===== config.mk =====
export PLATFORM = sky130hd
export DESIGN_NAME = axi_mux_wr
export DESIGN_NICKNAME = d
export VERILOG_FILES = /design/src/common/axi_mux_pkg.sv /design/src/design/spill_register.sv /design/src/design/aw_arbiter.sv /design/src/design/w_route.sv /design/src/design/b_route.sv /design/src/design/axi_mux_wr.sv
export SDC_FILE = /design/constraint.sdc
export NUM_CORES = 1
export LEC_CHECK = 0
export BUFFER_PORTS_ARGS = -buffer_cell sky130_fd_sc_hd__buf_2
export CORE_MARGIN = 8
export CORE_UTILIZATION = 33
export DETAILED_ROUTE_END_ITERATION = 6
export GPL_TIMING_DRIVEN = 0
export SKIP_CTS_REPAIR_TIMING = 1
export SLEW_MARGIN = 20
export SYNTH_ARGS = -nofsm -noshare
export SYNTH_HDL_FRONTEND = slang
export SYNTH_SLANG_ARGS = --single-unit

===== constraint.sdc =====
create_clock -name clk_i -period 4.9 [get_ports clk_i]
set_clock_uncertainty 0.15 [all_clocks]
set_input_delay 0.49 -clock clk_i [delete_from_list [all_inputs] [get_ports clk_i]]
set_output_delay 0.49 -clock clk_i [all_outputs]
set_load 0.02 [all_outputs]

===== src/common/axi_mux_pkg.sv =====
/* Widths shared by the write mux and its bench. The master ID width is not here;
   each module derives it as SLV_ID_WIDTH plus the clog2 of its port count */
package axi_mux_pkg;

  // ------------------------------------------------------------------
  // Channel widths
  // ------------------------------------------------------------------
  localparam int unsigned SLV_ID_WIDTH = 4;   // ID width seen at each upstream port
  localparam int unsigned ADDR_WIDTH   = 32;  // AW address
  localparam int unsigned DATA_WIDTH   = 32;  // W data, no strobes carried

  // ------------------------------------------------------------------
  // B response codes
  // ------------------------------------------------------------------
  typedef enum logic [1:0] {
    RESP_OKAY   = 2'b00,
    RESP_EXOKAY = 2'b01,  // Exclusive access success
    RESP_SLVERR = 2'b10,
    RESP_DECERR = 2'b11   // No slave at this address
  } axi_resp_e;

endpackage


===== src/design/spill_register.sv =====
/* Two-entry register slice. valid_o, data_o and ready_o all come from flops,
   so neither path is combinational through this block */
`timescale 1ns/1ps

module spill_register #(
  parameter int unsigned WIDTH = 8
) (
  input  logic             clk_i,
  input  logic             arst_n_i,
  input  logic             valid_i,
  output logic             ready_o,
  input  logic [WIDTH-1:0] data_i,
  output logic             valid_o,
  input  logic             ready_i,
  output logic [WIDTH-1:0] data_o
);

  logic [WIDTH-1:0] slot_q [2];
  logic [1:0]       full_q;
  logic             rd_ptr_q;   // Slot that is presented downstream
  logic             wr_sel;
  logic             push;
  logic             pop;

  assign valid_o = full_q[rd_ptr_q];
  assign data_o  = slot_q[rd_ptr_q];
  assign ready_o = ~&full_q;    // Low only with both slots taken

  assign push = valid_i & ready_o;
  assign pop  = valid_o & ready_i;

  // Fill the head slot when empty, else the one behind it
  assign wr_sel = full_q[rd_ptr_q] ? ~rd_ptr_q : rd_ptr_q;

  always_ff @(posedge clk_i or negedge arst_n_i) begin
    if (!arst_n_i) begin
      full_q   <= '0;
      rd_ptr_q <= 1'b0;
    end else begin
      if (pop) begin
        full_q[rd_ptr_q] <= 1'b0;
        rd_ptr_q         <= ~rd_ptr_q;
      end
      if (push) begin
        full_q[wr_sel] <= 1'b1;  // Never the slot being popped
      end
    end
  end

  always_ff @(posedge clk_i) begin
    if (push) begin
      slot_q[wr_sel] <= data_i;
    end
  end

  // Downstream sees a stable offer until it takes it
  a_out_stable : assert property (@(posedge clk_i) disable iff (!arst_n_i)
    valid_o && !ready_i |=> valid_o && $stable(data_o))
    else $error("spill_register output changed while stalled");

endmodule


===== src/design/aw_arbiter.sv =====
/* Round-robin AW arbiter for at least 2 ports. Upstream valid must stay high
   until ready; a stalled AW is locked so the W route is pushed once per AW */
`timescale 1ns/1ps

module aw_arbiter import axi_mux_pkg::*; #(
  parameter  int unsigned NUM_PORTS = 4,
  localparam int unsigned IDX_W     = $clog2(NUM_PORTS),
  localparam int unsigned MST_ID_W  = SLV_ID_WIDTH + IDX_W
) (
  input  logic                                     clk_i,
  input  logic                                     arst_n_i,
  input  logic [NUM_PORTS-1:0]                     slv_aw_valid_i,
  input  logic [NUM_PORTS-1:0][SLV_ID_WIDTH-1:0]   slv_aw_id_i,
  input  logic [NUM_PORTS-1:0][ADDR_WIDTH-1:0]     slv_aw_addr_i,
  output logic [NUM_PORTS-1:0]                     slv_aw_ready_o,
  output logic                                     aw_valid_o,
  input  logic                                     aw_ready_i,
  output logic [MST_ID_W-1:0]                      aw_id_o,
  output logic [ADDR_WIDTH-1:0]                    aw_addr_o,
  input  logic                                     fifo_full_i,
  output logic                                     fifo_push_o,
  output logic [IDX_W-1:0]                         fifo_idx_o
);

  typedef enum logic {
    AW_IDLE,
    AW_LOCKED   // AW issued and pushed, waiting for the spill stage
  } aw_state_e;

  aw_state_e        state_q, state_d;
  logic [IDX_W-1:0] rr_ptr_q;    // First port to look at
  logic [IDX_W-1:0] sel_q;       // Port held while locked
  logic [IDX_W-1:0] sel;
  logic [IDX_W-1:0] search_idx;
  logic             search_hit;
  logic             grant;

  // ------------------------------------------------------------------
  // Rotating-priority search, starting at rr_ptr_q
  // ------------------------------------------------------------------
  always_comb begin
    int unsigned cand;
    search_hit = 1'b0;
    search_idx = '0;
    for (int unsigned k = 0; k < NUM_PORTS; k++) begin
      cand = (rr_ptr_q + k) % NUM_PORTS;
      if (!search_hit && slv_aw_valid_i[cand]) begin
        search_hit = 1'b1;
        search_idx = cand[IDX_W-1:0];
      end
    end
  end

  // ------------------------------------------------------------------
  // Issue and lock control
  // ------------------------------------------------------------------
  always_comb begin
    state_d        = state_q;
    sel            = search_idx;
    aw_valid_o     = 1'b0;
    fifo_push_o    = 1'b0;
    slv_aw_ready_o = '0;
    grant          = 1'b0;
    case (state_q)
      AW_IDLE: begin
        if (search_hit && !fifo_full_i) begin
          aw_valid_o  = 1'b1;
          fifo_push_o = 1'b1;           // Push once, on first offer
          if (aw_ready_i) grant = 1'b1;
          else state_d = AW_LOCKED;
        end
      end
      AW_LOCKED: begin
        sel        = sel_q;
        aw_valid_o = 1'b1;
        if (aw_ready_i) begin
          grant   = 1'b1;
          state_d = AW_IDLE;
        end
      end
      default: state_d = AW_IDLE;
    endcase
    if (grant) slv_aw_ready_o[sel] = 1'b1;
  end

  assign aw_id_o    = {sel, slv_aw_id_i[sel]};  // Port index in the upper bits
  assign aw_addr_o  = slv_aw_addr_i[sel];
  assign fifo_idx_o = sel;

  always_ff @(posedge clk_i or negedge arst_n_i) begin
    if (!arst_n_i) begin
      state_q  <= AW_IDLE;
      rr_ptr_q <= '0;
      sel_q    <= '0;
    end else begin
      state_q <= state_d;
      if (state_q == AW_IDLE) sel_q <= sel;
      if (grant) rr_ptr_q <= (sel == IDX_W'(NUM_PORTS - 1)) ? '0 : sel + 1'b1;
    end
  end

  a_ready_onehot : assert property (@(posedge clk_i) disable iff (!arst_n_i)
    $onehot0(slv_aw_ready_o) && ((slv_aw_ready_o & ~slv_aw_valid_i) == '0))
    else $error("AW ready not one-hot or given without valid");

  // A stalled AW keeps its payload and is not pushed a second time
  a_lock_hold : assert property (@(posedge clk_i) disable iff (!arst_n_i)
    aw_valid_o && !aw_ready_i |=> aw_valid_o && $stable(aw_id_o) && !fifo_push_o)
    else $error("Stalled AW changed or pushed twice");

endmodule


===== src/design/w_route.sv =====
/* W switch driven by a FIFO of port indices in AW order. Not fall-through:
   a burst can pass from the cycle after its push. Pop on the accepted last beat */
`timescale 1ns/1ps

module w_route import axi_mux_pkg::*; #(
  parameter  int unsigned NUM_PORTS   = 4,
  parameter  int unsigned MAX_W_TRANS = 4,
  localparam int unsigned IDX_W       = $clog2(NUM_PORTS)
) (
  input  logic                                 clk_i,
  input  logic                                 arst_n_i,
  input  logic                                 fifo_push_i,
  input  logic [IDX_W-1:0]                     fifo_idx_i,
  output logic                                 fifo_full_o,
  input  logic [NUM_PORTS-1:0]                 slv_w_valid_i,
  input  logic [NUM_PORTS-1:0][DATA_WIDTH-1:0] slv_w_data_i,
  input  logic [NUM_PORTS-1:0]                 slv_w_last_i,
  output logic [NUM_PORTS-1:0]                 slv_w_ready_o,
  output logic                                 mst_w_valid_o,
  output logic [DATA_WIDTH-1:0]                mst_w_data_o,
  output logic                                 mst_w_last_o,
  input  logic                                 mst_w_ready_i
);

  localparam int unsigned PTR_W = (MAX_W_TRANS > 1) ? $clog2(MAX_W_TRANS) : 1;
  localparam int unsigned CNT_W = $clog2(MAX_W_TRANS + 1);

  logic [IDX_W-1:0] fifo_mem [MAX_W_TRANS];
  logic [PTR_W-1:0] wr_ptr_q, rd_ptr_q;
  logic [CNT_W-1:0] count_q;
  logic [IDX_W-1:0] head_idx;
  logic             fifo_empty;
  logic             fifo_pop;

  assign fifo_empty  = (count_q == '0);
  assign fifo_full_o = (count_q == CNT_W'(MAX_W_TRANS));
  assign head_idx    = fifo_mem[rd_ptr_q];

  // ------------------------------------------------------------------
  // W multiplexer, follows the FIFO head
  // ------------------------------------------------------------------
  always_comb begin
    mst_w_valid_o = 1'b0;
    slv_w_ready_o = '0;
    fifo_pop      = 1'b0;
    if (!fifo_empty) begin
      mst_w_valid_o           = slv_w_valid_i[head_idx];
      slv_w_ready_o[head_idx] = mst_w_ready_i;
      fifo_pop = slv_w_valid_i[head_idx] & mst_w_ready_i & slv_w_last_i[head_idx];
    end
  end

  assign mst_w_data_o = slv_w_data_i[head_idx];
  assign mst_w_last_o = slv_w_last_i[head_idx];

  // ------------------------------------------------------------------
  // Index FIFO
  // ------------------------------------------------------------------
  always_ff @(posedge clk_i or negedge arst_n_i) begin
    if (!arst_n_i) begin
      wr_ptr_q <= '0;
      rd_ptr_q <= '0;
      count_q  <= '0;
    end else begin
      if (fifo_push_i) begin
        wr_ptr_q <= (wr_ptr_q == PTR_W'(MAX_W_TRANS - 1)) ? '0 : wr_ptr_q + 1'b1;
      end
      if (fifo_pop) begin
        rd_ptr_q <= (rd_ptr_q == PTR_W'(MAX_W_TRANS - 1)) ? '0 : rd_ptr_q + 1'b1;
      end
      if (fifo_push_i && !fifo_pop) count_q <= count_q + 1'b1;
      else if (!fifo_push_i && fifo_pop) count_q <= count_q - 1'b1;
    end
  end

  always_ff @(posedge clk_i) begin
    if (fifo_push_i) fifo_mem[wr_ptr_q] <= fifo_idx_i;
  end

  // Arbiter must respect full; W must not run ahead of its AW
  a_fifo_bounds : assert property (@(posedge clk_i) disable iff (!arst_n_i)
    !(fifo_pop && fifo_empty) && !(fifo_push_i && fifo_full_o))
    else $error("W route FIFO overflow or underflow");

endmodule


===== src/design/b_route.sv =====
/* B return path. Responses are registered, then steered to the port named by
   the upper ID bits; ID and response are shared by all ports */
`timescale 1ns/1ps

module b_route import axi_mux_pkg::*; #(
  parameter  int unsigned NUM_PORTS = 4,
  localparam int unsigned IDX_W     = $clog2(NUM_PORTS),
  localparam int unsigned MST_ID_W  = SLV_ID_WIDTH + IDX_W
) (
  input  logic                    clk_i,
  input  logic                    arst_n_i,
  input  logic                    mst_b_valid_i,
  output logic                    mst_b_ready_o,
  input  logic [MST_ID_W-1:0]     mst_b_id_i,
  input  axi_resp_e               mst_b_resp_i,
  output logic [NUM_PORTS-1:0]    slv_b_valid_o,
  input  logic [NUM_PORTS-1:0]    slv_b_ready_i,
  output logic [SLV_ID_WIDTH-1:0] slv_b_id_o,
  output axi_resp_e               slv_b_resp_o
);

  logic                b_valid;
  logic [MST_ID_W-1:0] b_id;
  logic [1:0]          b_resp;
  logic [IDX_W-1:0]    b_port;

  spill_register #(
    .WIDTH    ( MST_ID_W + 2 )
  ) b_spill_inst (
    .clk_i    ( clk_i                        ),
    .arst_n_i ( arst_n_i                     ),
    .valid_i  ( mst_b_valid_i                ),
    .ready_o  ( mst_b_ready_o                ),
    .data_i   ( {mst_b_id_i, mst_b_resp_i}   ),
    .valid_o  ( b_valid                      ),
    .ready_i  ( slv_b_ready_i[b_port]        ),  // Only the target port completes
    .data_o   ( {b_id, b_resp}               )
  );

  assign b_port        = b_id[MST_ID_W-1 -: IDX_W];
  assign slv_b_valid_o = b_valid ? (NUM_PORTS'(1) << b_port) : '0;
  assign slv_b_id_o    = b_id[SLV_ID_WIDTH-1:0];  // Port bits stripped
  assign slv_b_resp_o  = axi_resp_e'(b_resp);

  // A registered response must land on exactly one existing port
  a_b_valid_onehot : assert property (@(posedge clk_i) disable iff (!arst_n_i)
    b_valid |-> $onehot(slv_b_valid_o))
    else $error("B valid not raised at exactly one port");

endmodule


===== src/design/axi_mux_wr.sv =====
/* Write half of an AXI mux, NUM_PORTS >= 2 upstream ports to one master.
   Master ID is the upstream ID with the port index prepended */
`timescale 1ns/1ps

module axi_mux_wr import axi_mux_pkg::*; #(
  parameter  int unsigned NUM_PORTS   = 4,
  parameter  int unsigned MAX_W_TRANS = 4,   // Outstanding AWs awaiting W
  localparam int unsigned IDX_W       = $clog2(NUM_PORTS),
  localparam int unsigned MST_ID_W    = SLV_ID_WIDTH + IDX_W
) (
  input  logic                                   clk_i,
  input  logic                                   arst_n_i,
  // Upstream ports
  input  logic [NUM_PORTS-1:0]                   slv_aw_valid_i,
  input  logic [NUM_PORTS-1:0][SLV_ID_WIDTH-1:0] slv_aw_id_i,
  input  logic [NUM_PORTS-1:0][ADDR_WIDTH-1:0]   slv_aw_addr_i,
  output logic [NUM_PORTS-1:0]                   slv_aw_ready_o,
  input  logic [NUM_PORTS-1:0]                   slv_w_valid_i,
  input  logic [NUM_PORTS-1:0][DATA_WIDTH-1:0]   slv_w_data_i,
  input  logic [NUM_PORTS-1:0]                   slv_w_last_i,
  output logic [NUM_PORTS-1:0]                   slv_w_ready_o,
  output logic [NUM_PORTS-1:0]                   slv_b_valid_o,
  input  logic [NUM_PORTS-1:0]                   slv_b_ready_i,
  output logic [SLV_ID_WIDTH-1:0]                slv_b_id_o,
  output axi_resp_e                              slv_b_resp_o,
  // Master port
  output logic                                   mst_aw_valid_o,
  input  logic                                   mst_aw_ready_i,
  output logic [MST_ID_W-1:0]                    mst_aw_id_o,
  output logic [ADDR_WIDTH-1:0]                  mst_aw_addr_o,
  output logic                                   mst_w_valid_o,
  output logic [DATA_WIDTH-1:0]                  mst_w_data_o,
  output logic                                   mst_w_last_o,
  input  logic                                   mst_w_ready_i,
  input  logic                                   mst_b_valid_i,
  output logic                                   mst_b_ready_o,
  input  logic [MST_ID_W-1:0]                    mst_b_id_i,
  input  axi_resp_e                              mst_b_resp_i
);

  logic                  aw_valid, aw_ready;
  logic [MST_ID_W-1:0]   aw_id;
  logic [ADDR_WIDTH-1:0] aw_addr;
  logic                  fifo_full, fifo_push;
  logic [IDX_W-1:0]      fifo_idx;

  // ------------------------------------------------------------------
  // AW path
  // ------------------------------------------------------------------
  aw_arbiter #(
    .NUM_PORTS      ( NUM_PORTS      )
  ) aw_arbiter_inst (
    .clk_i          ( clk_i          ),
    .arst_n_i       ( arst_n_i       ),
    .slv_aw_valid_i ( slv_aw_valid_i ),
    .slv_aw_id_i    ( slv_aw_id_i    ),
    .slv_aw_addr_i  ( slv_aw_addr_i  ),
    .slv_aw_ready_o ( slv_aw_ready_o ),
    .aw_valid_o     ( aw_valid       ),
    .aw_ready_i     ( aw_ready       ),
    .aw_id_o        ( aw_id          ),
    .aw_addr_o      ( aw_addr        ),
    .fifo_full_i    ( fifo_full      ),
    .fifo_push_o    ( fifo_push      ),
    .fifo_idx_o     ( fifo_idx       )
  );

  spill_register #(
    .WIDTH    ( MST_ID_W + ADDR_WIDTH          )
  ) aw_spill_inst (
    .clk_i    ( clk_i                          ),
    .arst_n_i ( arst_n_i                       ),
    .valid_i  ( aw_valid                       ),
    .ready_o  ( aw_ready                       ),
    .data_i   ( {aw_id, aw_addr}               ),
    .valid_o  ( mst_aw_valid_o                 ),
    .ready_i  ( mst_aw_ready_i                 ),
    .data_o   ( {mst_aw_id_o, mst_aw_addr_o}   )
  );

  // ------------------------------------------------------------------
  // W and B paths
  // ------------------------------------------------------------------
  w_route #(
    .NUM_PORTS     ( NUM_PORTS     ),
    .MAX_W_TRANS   ( MAX_W_TRANS   )
  ) w_route_inst (
    .clk_i         ( clk_i         ),
    .arst_n_i      ( arst_n_i      ),
    .fifo_push_i   ( fifo_push     ),
    .fifo_idx_i    ( fifo_idx      ),
    .fifo_full_o   ( fifo_full     ),
    .slv_w_valid_i ( slv_w_valid_i ),
    .slv_w_data_i  ( slv_w_data_i  ),
    .slv_w_last_i  ( slv_w_last_i  ),
    .slv_w_ready_o ( slv_w_ready_o ),
    .mst_w_valid_o ( mst_w_valid_o ),
    .mst_w_data_o  ( mst_w_data_o  ),
    .mst_w_last_o  ( mst_w_last_o  ),
    .mst_w_ready_i ( mst_w_ready_i )
  );

  b_route #(
    .NUM_PORTS     ( NUM_PORTS     )
  ) b_route_inst (
    .clk_i         ( clk_i         ),
    .arst_n_i      ( arst_n_i      ),
    .mst_b_valid_i ( mst_b_valid_i ),
    .mst_b_ready_o ( mst_b_ready_o ),
    .mst_b_id_i    ( mst_b_id_i    ),
    .mst_b_resp_i  ( mst_b_resp_i  ),
    .slv_b_valid_o ( slv_b_valid_o ),
    .slv_b_ready_i ( slv_b_ready_i ),
    .slv_b_id_o    ( slv_b_id_o    ),
    .slv_b_resp_o  ( slv_b_resp_o  )
  );

endmodule


# ---- Word-level counts from Yosys, hierarchy flattened
# Memory sizes are Yosys's and may differ from the RTL's.
# Index checks and enable logic that the tools add are counted.
dict set report word_totals {
  ff_bits 18
  latchBits 0
  mem_bits_rw 100
  romBits 0
  input_bits 301
  out_inout_bits 92
  word_cells 159
  mem_count 3
}
# name words word_bits rd rd_clocked_by_memory_dff wr line
set memory_table {}
lappend memory_table {aw_spill_inst.slot_q 2 38 1 0 1 spill_register.sv:18} ;# logic [WIDTH-1:0] slot_q [2];
lappend memory_table {b_route_inst.b_spill_inst.slot_q 2 8 1 0 1 spill_register.sv:18}
lappend memory_table {w_route_inst.fifo_mem 4 2 1 0 1 w_route.sv:28} ;# logic [IDX_W-1:0] fifo_mem [MAX_W_TRANS];
dict set report classes {
  addsub 8
  multipliers 0
  div_mod_pow 0
  magnitude_cmp 17
  n_eq_ne 4
  shifts 1
  mux 76
  n_bitwise 16
  n_reduce_logical 24
}
# cell n
set op_table {}
lappend op_table {{binary-select mux 32 bit (select 2 bit)} 2}
lappend op_table {{2-to-1 mux 32 bit} 2}
lappend op_table {{2-to-1 mux 1 bit} 37}
lappend op_table {{2-to-1 mux 2 bit} 12}
lappend op_table {{< comparator 2 x 3 -> 1 bit, second input constant} 7}
lappend op_table {{2-to-1 mux 4 bit} 4}
lappend op_table {{binary-select mux 1 bit (select 2 bit)} 7}
lappend op_table {{logical AND 1 bit} 12}
lappend op_table {{adder 2 x 1 -> 2 bit, second input constant} 4}
lappend op_table {{binary-select mux 4 bit (select 2 bit)} 1}
lappend op_table {{zero test 1 bit} 8}
lappend op_table {{< comparator 1 x 2 -> 1 bit, second input constant} 4}
lappend op_table {{bitwise AND 1 bit} 6}
lappend op_table {{equality test 2 bit, second input constant} 3}
lappend op_table {{2-to-1 mux 3 bit} 2}
lappend op_table {{one-hot mux 1 bit (2 select lines)} 3}
lappend op_table {{adder 2 bit, second input constant} 2}
lappend op_table {{bitwise AND 2 bit} 2}
lappend op_table {{bitwise AND 4 bit} 1}
lappend op_table {{demux 1 bit (select 1 bit)} 4}
lappend op_table {{demux 1 bit (select 2 bit)} 2}
lappend op_table {{greater-or-equal comparator 1 bit, second input constant} 4}
lappend op_table {{greater-or-equal comparator 2 x 1 -> 1 bit, second input constant} 2}
lappend op_table {{NOT 2 bit} 2}
lappend op_table {{other kinds (9)} 13}

# ---- Depth between registers and ports, before layout
# Gate-level depths: netlist (run 1).
dict set report depth {
  ltp_word 19
  ltp_mapped 11
  depth_no_buf 10
}

# ---- Hierarchy
# A second synthesis (run 1) with hierarchy kept.
dict set report unflattened {
  cells_unflattened 544
  area_unflattened_um2 7155.6
}
# module instances cells_each area_per_inst_um2 seq_area_each_um2
set modules_own_cells {}
lappend modules_own_cells {{spill_register at aw_spill_inst} 1 136 3081.7 2357.3}
lappend modules_own_cells {aw_arbiter 1 256 1641.6 125.1}
lappend modules_own_cells {w_route 1 105 1609.0 415.4}
lappend modules_own_cells {{spill_register at b_route_inst.b_spill_inst} 1 42 765.7 555.5}
lappend modules_own_cells {b_route 1 5 57.6 0.0}

# ---- Least setup slack after synthesis (run 1)
# OpenSTA, ideal clock, no wires.
dict set report synth_path {
  path_kind {flip-flop to flip-flop}
  startpoint {reg w_route_inst.count_q[2]}
  endpoint {mem aw_spill_inst.slot_q[0][0] (netlist name), enable pin}
  setup_time_ps 483
  arrival_ps 3406
  required_time_ps 4267
  setup_slack_ps 861
  path_stages_with_launch 5
  n_path_buf 0
  period_less_slack_ps 4039
  path_cell_list {dfrtp_1 > nor3b_1 > nor2_1 > nor2_1 > nor3_1}
}
dict set report synth_via {
  elab_chain_cells 8
}
# element line
set synth_rtl {}
lappend synth_rtl {{from (decl)} w_route.sv:30} ;# logic [CNT_W-1:0] count_q;
lappend synth_rtl {{from (signal assigned)} w_route.sv:71} ;# if (fifo_push_i && !fifo_pop) count_q <= count_q + 1'b1;
lappend synth_rtl {{from (signal assigned)} w_route.sv:72} ;# else if (!fifo_push_i && fifo_pop) count_q <= count_q - 1'b1;
lappend synth_rtl {{equality test 3 bit} w_route.sv:36} ;# assign fifo_full_o = (count_q == CNT_W'(MAX_W_TRANS));
lappend synth_rtl {{zero test 1 bit} aw_arbiter.sv:66} ;# if (search_hit && !fifo_full_i) begin
lappend synth_rtl {{logical AND 1 bit} aw_arbiter.sv:66}
lappend synth_rtl {{2-to-1 mux 1 bit} aw_arbiter.sv:66}
lappend synth_rtl {{one-hot mux 1 bit (2 select lines)} aw_arbiter.sv:64} ;# case (state_q)
lappend synth_rtl {{bitwise AND 1 bit} spill_register.sv:29} ;# assign push = valid_i & ready_o;
lappend synth_rtl {{2-to-1 mux 1 bit} spill_register.sv:51} ;# if (push) begin
lappend synth_rtl {{2-to-1 mux 1 bit (implied by the code)} spill_register.sv:52} ;# slot_q[wr_sel] <= data_i;
lappend synth_rtl {{to (decl)} spill_register.sv:18}
# No other way between the ends.

# ---- Worst setup path in the final report (run 1)
dict set report layout_path {
  startpoint {reg aw_arbiter_inst.rr_ptr_q[1]}
  endpoint {out slv_aw_ready_o[3]}
}
dict set report layout_via {
  elab_chain_cells 18
  word_cells_on_any_way 35
  cone_classes {add/sub (3); order compare (2); mux (22); reduce/logical (8)}
}
# element line
set layout_rtl {}
lappend layout_rtl {{from (decl)} aw_arbiter.sv:31} ;# logic [IDX_W-1:0] rr_ptr_q;
lappend layout_rtl {{from (signal assigned)} aw_arbiter.sv:98} ;# if (grant) rr_ptr_q <= (sel == IDX_W'(NUM_PORTS - 1)) ? '0 : sel + 1'b1;
lappend layout_rtl {{branches (longest 11 deep; another with adder 2 x 1 -> 2 bit)} n/a}
lappend layout_rtl {{2-to-1 mux 2 bit *} aw_arbiter.sv:47} ;# if (!search_hit && slv_aw_valid_i[cand]) begin
lappend layout_rtl {{2-to-1 mux 2 bit *} aw_arbiter.sv:64}
lappend layout_rtl {{named net aw_arbiter_inst.aw_id_o[4]} aw_arbiter.sv:18} ;# output logic [MST_ID_W-1:0] aw_id_o,
lappend layout_rtl {{< comparator 2 x 3 -> 1 bit (implied by the code) or greater-or-equal comparator 2 x 1 -> 1 bit (tied branches)} aw_arbiter.sv:83} ;# if (grant) slv_aw_ready_o[sel] = 1'b1;
lappend layout_rtl {{logical AND 1 bit (implied by the code)} aw_arbiter.sv:83}
lappend layout_rtl {{2-to-1 mux 1 bit (implied by the code)} aw_arbiter.sv:83}
lappend layout_rtl {{demux 1 bit (select 2 bit) *} n/a}
lappend layout_rtl {{2-to-1 mux 4 bit *} aw_arbiter.sv:83}
lappend layout_rtl {{to (decl)} axi_mux_wr.sv:17} ;# output logic [NUM_PORTS-1:0] slv_aw_ready_o,
# Mark *: on every way through the listed nets, which the timed path passes. The select of a mux whose other input is x is not followed.

==> impl_metrics.env, run 1 <==
export IMPL_post_dp_hpwl_um=20320
export IMPL_place_area_mm2=0.009203
export IMPL_synthCells=449
export IMPL_core_area_mm2=0.02023
export IMPL_grt_pass1_wl_um=35910
export IMPL_routed_via_density=4.735
export IMPL_synth_simple_area_share_pct=4.304
export IMPL_grt_pass1_vias=6180
export IMPL_cts_buffers_inserted=17
export IMPL_cts_tree="done"
export IMPL_r2r_end="w_route_inst.count_q[2]$_DFFE_PN0P_"
export IMPL_route_detailed_drc=0
export IMPL_rsz0062_at_grt="no"
export IMPL_timing_final_crit_share_pct=78.32
export IMPL_start_util_pct=33.62
export IMPL_detail_route_antenna_nets=0
export IMPL_crit_top_cell="buf_2"
export IMPL_fin_cells=1162
export IMPL_internal_power_w=0.004586
export IMPL_routed_wl_um=24110
export IMPL_fp_dieArea_mm2=0.02546
export IMPL_synth_enable_flop_cells=100
export IMPL_setup_viol=0
export IMPL_clockRootBuffer="clkbuf_16"
export IMPL_p_leak_nw=4.693
export IMPL_critPathRequiredTime_ps=4260
export IMPL_min_to="b_route_inst.b_spill_inst.slot_q[1][0]$_DFFE_PP_"
export IMPL_r2r_start="w_route_inst.rd_ptr_q[0]$_DFFE_PN0P_"
export IMPL_tightest_slew_ps=832.2
export IMPL_yosysMostFrequentCell="mux2i_1"
export IMPL_critical_path_top_delay_family="buffers and inverters"
export IMPL_fp_dieW_um=159.6
export IMPL_rows=52
export IMPL_via_count=5502
export IMPL_crit_buf_inv=4
export IMPL_clock_fmax_ghz=0.2606
export IMPL_layout_min_cycle_time_ps=3837
export IMPL_ir_drop_mv=0.3997
export IMPL_hold_violations=0
export IMPL_syn_nets=761
export IMPL_seqPwrFrac_pct=25.5
export IMPL_switchingPower_w=0.003110
export IMPL_synth_seq_cells=118
export IMPL_path_max_fanout=11
export IMPL_r2r_slack_ps=1750
export IMPL_setup_ws_ps=1063
export IMPL_final_cell_area_mm2=0.009882
export IMPL_grt_max_degree=19
export IMPL_antenna_found_initial=10
export IMPL_post_synth_most_frequent_cells="114 x mux2i_1, 100 x edfxtp_1, 52 x mux2_2"
export IMPL_synthAdderAreaFrac_pct=2.134
export IMPL_firstDrtPassIters=4
export IMPL_synth_compound_area_share_pct=2.225
export IMPL_htreeDepth=4
export IMPL_status="complete, no violations"
export IMPL_fill_cells=1862
export IMPL_first_iter_violations=228
export IMPL_portBuffers=392
export IMPL_clk_pin_slew_ps=60
export IMPL_yosysTopAreaCellShare_pct=44.14
export IMPL_cp_arrival_ps=3200
export IMPL_synth_area_mux_share_pct=37.74
export IMPL_num_io_pins=393
export IMPL_slew_viol_final=0
export IMPL_ctsLongestPathBuffers=2
export IMPL_syn_area_per_cell_um2=15.15
export IMPL_clockPowerShare_pct=17.5
export IMPL_switching_share_pct=40.41
export IMPL_die_h_um=159.6
export IMPL_synth_top_cells_by_area="edfxtp_1 44%, mux2i_1 17%, mux4_2 11%"
export IMPL_cp_end_kind="output pin"
export IMPL_synth_top_family_by_area="multiplexers"
export IMPL_syn_area_mm2=0.006803
export IMPL_maxSlewHeadroom_pct=44.10
export IMPL_maxCapViolCount=0
export IMPL_insertion_delay_ps=410
export IMPL_routabilityCongestion=0.9166
export IMPL_p_per_area_mw_per_mm2=778.8
export IMPL_wire_per_inst_um=20.75
export IMPL_crit_chain="nand2b_1 -> a21o_1 -> a32oi_1 -> buf_2 -> buf_4 -> inv_1 -> ha_1 -> and2_1 -> buf_2"
export IMPL_start_kind="flip-flop"
export IMPL_place_ws_ps=1296
export IMPL_ys_seq_area_share_pct=50.76
export IMPL_rr_worst_depth=11
export IMPL_synthXorXnorAreaFrac_pct=0.3862
export IMPL_hold_depth=1
export IMPL_synthToLayoutAreaGrowth_pct=45.26
export IMPL_clock_sinks=118
export IMPL_drive_gt1_share_pct=61.49
export IMPL_worstHoldStart="mst_b_resp_i[0]"
export IMPL_dp_cells=1120
export IMPL_synthArstFlopShare_pct=15.25
export IMPL_combPwrFrac_pct=57.0
export IMPL_synth_distinct_cells=35
export IMPL_max_stage_delay_ps=560
export IMPL_grt_overflow_total=0
export IMPL_gr_usage_all_layers_pct=18.48
export IMPL_cp_slowest_cell="a32oi_1"
export IMPL_synthFlopType="edfxtp_1"
export IMPL_yosys_area_top_type="edfxtp_1"
export IMPL_nNetsFinal=1182
export IMPL_min_path_type="in2reg"
export IMPL_crit_type="reg2out"
export IMPL_yosysWarningCount=0
## metal layers
metal  part of all wire, %  vias to the layer above  track usage (%)
met1                    36                     2589            17.91
li1                      -                     2610                -
met3                   8.1                       30            7.032
met4                   3.3                        2            6.518
met5                 0.041                        -                0
met2                    53                      271            34.95
## worst max-delay path by stage
stage / depth (start not counted) / from / slack [ps] / end
2_1_floorplan: 4 / w_route_inst.count_q[2]$_DFFE_PN0P_ / 860 / aw_spill_inst.slot_q[0][0]$_DFFE_PP_
3_3_place_gp: 5 / slv_aw_valid_i[2] / -1240 / aw_spill_inst.slot_q[1][29]$_DFFE_PP_
3_5_place_dp: 10 / slv_aw_valid_i[2] / 1300 / slv_aw_ready_o[3]
4_1_cts: 9 / aw_arbiter_inst.rr_ptr_q[1]$_DFFE_PN0P_ / 920 / slv_aw_ready_o[3]
5_1_grt: 9 / aw_arbiter_inst.rr_ptr_q[1]$_DFFE_PN0P_ / 790 / slv_aw_ready_o[3]
6_report: 9 / aw_arbiter_inst.rr_ptr_q[1]$_DFFE_PN0P_ / 1060 / slv_aw_ready_o[3]
## placed cells by master (no fill, tap or decap), types with 6 or more instances in the layout
cell type,count
and2_1,8
buf_2,402
buf_4,12
clkbuf_1,9
clkbuf_16,17
dfrtp_1,18
diode_2,9
edfxtp_1,100
ha_1,10
mux2_2,52
mux2i_1,114
mux4_2,33
nand2_1,11
nand2b_1,6
nor2_1,20
## kinds of logic (layout without fill, tap and decap cells)
group	Yosys count	count (layout)
flops	118	118
xor+xnor	3	3
simple gates	59	59
buf+inv	33	467
compound gates	21	21
other cells	0	9
fa+ha+maj	11	11
mux	204	204
## per-stage QoR
| step | util, % | power, W | hold slack (ps) | setup TNS, ps |
|---|---|---|---|---|
| after CTS | 48.68 | 0.007833 | -119.0 | 0 |
| after global placement | 44.99 | 0.006388 | 309.6 | -95650 |
| after global routing | 48.79 | 0.008211 | 99.89 | 0 |
| after floorplan | - | 0.005068 | 44.41 | 0 |
| final | 48.84 | 0.007696 | 120.0 | 0 |
| after detailed placement | 45.48 | 0.006461 | 312.9 | 0 |
## area by class of cell
type | instances | area (um2) | share of cell area, %
Multi-Input combinational cell | 298 | 3208 | 32.46
Antenna cell | 9 | 22.52 | 0.2279
Buffer | 27 | 143.9 | 1.456
Sequential cell | 118 | 3453 | 34.95
Clock buffer | 19 | 442.9 | 4.482
Clock inverter | 13 | 203.9 | 2.064
Timing Repair Buffer | 402 | 2047 | 20.71
Tap cell | 270 | 337.8 | 3.419
Inverter | 6 | 22.52 | 0.2279
## power groups by stage
stage / Clock, W / Combinational (W) / Sequential, W
floorplan: 0 / 0.00311 / 0.00196
global placement: 0 / 0.00438 / 0.00201
detailed placement: 0 / 0.00448 / 0.00198
CTS: 0.00137 / 0.00450 / 0.00196
global route: 0.00142 / 0.00478 / 0.00202
finish: 0.00135 / 0.00439 / 0.00196
## state kept, by name, indices dropped and copies added (netlist names), 3 cells and up
| name | cells |
|---|---|
| b_route_inst.b_spill_inst.slot_q | 16 |
| w_route_inst.fifo_mem | 8 |
| aw_spill_inst.slot_q | 76 |
| w_route_inst.count_q | 3 |
## worst register-to-register path, delay by kind of cell (launching register included)
kind / cells / cell delay (ps)
DFF: 1 / 490
and+or+nand+nor: 2 / 190
muxes: 2 / 900
buffers and inverters: 2 / 250
AOI/OAI and AO/OA: 1 / 190
xor gates and xnor gates: 2 / 300
adders and majority gates: 2 / 610
Note: power is estimated with default switching activity, not from simulation.
==> run 2: changes to the inputs <==
- PLACE_DENSITY: default -> 0.66
- clock period: 4.9 -> 3.1 ns (I/O delays scaled with it)
==> run 2 against run 1 <==
Against the previous run:
- the run now ends with hold timing left
- cell count up 1.6%
- register-to-register slack worse by 1600 ps
- clock-buffer cell count decreased by 2
- die area unchanged
- global-route usage is 1.2 points higher
- non-clock buffer count up 17
- flip-flop and latch count stayed put
- combinational power rose by 65%
- sequential share of layout area shrank 0.66 points
- critical path type is now reg2reg
- highest routed layer unchanged
==> impl_metrics.env, run 2 (synthesized netlist as in run 1, its figures left out) <==
export IMPL_status="finished, violations left"
export IMPL_violations="hold timing"
export IMPL_path_max_fanout=6
export IMPL_ir_drop_mv=0.6417
export IMPL_grt_overflow_total=0
export IMPL_die_h_um=159.6
export IMPL_clockRootBuffer="clkbuf_16"
export IMPL_crit_chain="mux4_2 -> buf_8 -> mux2_4 -> nand2_1 -> o32a_4 -> ha_2 -> inv_1 -> fa_1 -> xor2_1 -> nor2_1 -> xor2_1"
export IMPL_clk_pin_slew_ps=60
export IMPL_final_cell_area_mm2=0.01008
export IMPL_crit_top_cell="xor2_1"
export IMPL_ctsLongestPathBuffers=2
export IMPL_grt_pass1_vias=6155
export IMPL_hold_depth=2
export IMPL_portBuffers=392
export IMPL_start_util_pct=33.62
export IMPL_regMostFlops="aw_spill_inst.slot_q"
export IMPL_firstDrtPassIters=4
export IMPL_insertion_delay_ps=410
export IMPL_htreeDepth=4
export IMPL_cp_slowest_cell="mux4_2"
export IMPL_r2r_slack_ps=100
export IMPL_fp_dieArea_mm2=0.02546
export IMPL_final_cell_mix="399 x buf_2, 114 x mux2i_1, 100 x edfxtp_1"
export IMPL_setup_viol=0
export IMPL_via_count=5684
export IMPL_routed_via_density=4.813
export IMPL_critPathRequiredTime_ps=3280
export IMPL_tightest_slew_ps=823.5
export IMPL_cp_end_kind="flip-flop"
export IMPL_grt_pass1_wl_um=37470
export IMPL_fp_dieW_um=159.6
export IMPL_gr_usage_all_layers_pct=19.71
export IMPL_final_common_cell="buf_2"
export IMPL_layout_min_cycle_time_ps=2999
export IMPL_nNetsFinal=1199
export IMPL_maxCapViolCount=0
export IMPL_reg_largest_list="aw_spill_inst.slot_q x76, b_route_inst.b_spill_inst.slot_q x16, w_route_inst.fifo_mem x8"
export IMPL_grt_max_degree=19
export IMPL_route_detailed_drc=0
export IMPL_min_to="aw_spill_inst.rd_ptr_q$_DFFE_PN0P_"
export IMPL_worstHoldStart="mst_aw_ready_i"
export IMPL_r2r_end="w_route_inst.count_q[2]$_DFFE_PN0P_"
export IMPL_maxSlewHeadroom_pct=44.80
export IMPL_routabilityCongestion=0.9344
export IMPL_p_leak_nw=4.771
export IMPL_routed_wl_um=25810
export IMPL_max_stage_delay_ps=570
export IMPL_start_kind="flip-flop"
export IMPL_r2r_start="w_route_inst.rd_ptr_q[0]$_DFFE_PN0P_"
export IMPL_cp_arrival_ps=3170
export IMPL_drive_gt1_share_pct=62.00
export IMPL_timing_final_crit_share_pct=96.74
export IMPL_hold_violations=1
export IMPL_clock_fmax_ghz=0.3334
export IMPL_clock_sinks=118
export IMPL_crit_type="reg2reg"
export IMPL_fin_util_pct=49.80
export IMPL_rows=52
export IMPL_slew_viol_final=0
export IMPL_largest_register_ffs=76
export IMPL_wire_per_inst_um=21.85
export IMPL_synthToLayoutAreaGrowth_pct=48.13
export IMPL_antenna_found_initial=19
export IMPL_detail_route_antenna_nets=0
export IMPL_p_per_area_mw_per_mm2=1225
export IMPL_post_dp_hpwl_um=22080
export IMPL_place_area_mm2=0.009203
export IMPL_cts_tree="done"
export IMPL_cts_buffers_inserted=17
export IMPL_whs_ps=-0.9360
export IMPL_first_iter_violations=216
export IMPL_num_io_pins=393
export IMPL_rr_worst_depth=11
export IMPL_core_area_mm2=0.02023
export IMPL_min_path_type="in2reg"
## run 2: worst max-delay path by stage
stage / startpoint / slack (ps) / endpoint / cells after the start
3_5_place_dp: aw_arbiter_inst.rr_ptr_q[1]$_DFFE_PN0P_ / -80 / slv_aw_ready_o[3] / 9
4_1_cts: aw_arbiter_inst.rr_ptr_q[1]$_DFFE_PN0P_ / -530 / slv_aw_ready_o[3] / 9
6_report: w_route_inst.rd_ptr_q[0]$_DFFE_PN0P_ / 100 / w_route_inst.count_q[2]$_DFFE_PN0P_ / 11
5_1_grt: w_route_inst.rd_ptr_q[0]$_DFFE_PN0P_ / -1 / w_route_inst.count_q[2]$_DFFE_PN0P_ / 11
2_1_floorplan: w_route_inst.count_q[2]$_DFFE_PN0P_ / -940 / aw_spill_inst.slot_q[0][0]$_DFFE_PP_ / 4
3_3_place_gp: w_route_inst.count_q[2]$_DFFE_PN0P_ / -3000 / aw_spill_inst.slot_q[1][20]$_DFFE_PP_ / 4
## run 2: power by group
group	total, W	internal [W]	switching [W]
Combinational	0.00723	0.00317	0.00406
Sequential	0.00312	0.00284	0.000282
Clock	0.00199	0.00127	0.000725
## run 2: final cells by class
class | count | area, um2
plain buffers | 24 | 145.1
fillers | 1795 | 10160
well taps | 270 | 337.8
repair buffers | 422 | 2235
inverters | 6 | 28.78
clock inverters | 15 | 180.2
clock buffers | 17 | 425.4
flip-flops and latches | 118 | 3455
multi-input cells | 298 | 3243
diodes | 11 | 27.53
## run 2: metrics by stage
| step | total power (W) | TNS (ps) | worst slack [ps] | cells |
|---|---|---|---|---|
| detailed placement | 0.01025 | -144.1 | -80.23 | 1120 |
| floorplan | 0.008011 | -72640 | -938.7 | 449 |
| global route | 0.01313 | -1.978 | -1.045 | 1179 |
| CTS | 0.01228 | -1727 | -529.9 | 1152 |
| global placement | 0.009763 | -236150 | -3001 | 1111 |
| finish | 0.01234 | 0 | 101.0 | 1181 |
## run 2: per-layer routing
layer,vias to the layer above,track usage [%],wire [um]
li1,2657,-,-
met1,2672,19.18,8958
met2,313,37.21,13760
met3,38,7.161,2275
met4,4,7.461,787
met5,-,0,23
## run 2: critical path: cells and delay by family, from the launching register on
kind | cells | cell delay [ps]
DFF | 1 | 420
xor gates and xnor gates | 2 | 290
buffers and inverters | 2 | 220
adders and majority gates | 2 | 610
AOI/OAI and AO/OA | 1 | 170
and+or+nand+nor | 2 | 190
muxes | 2 | 870
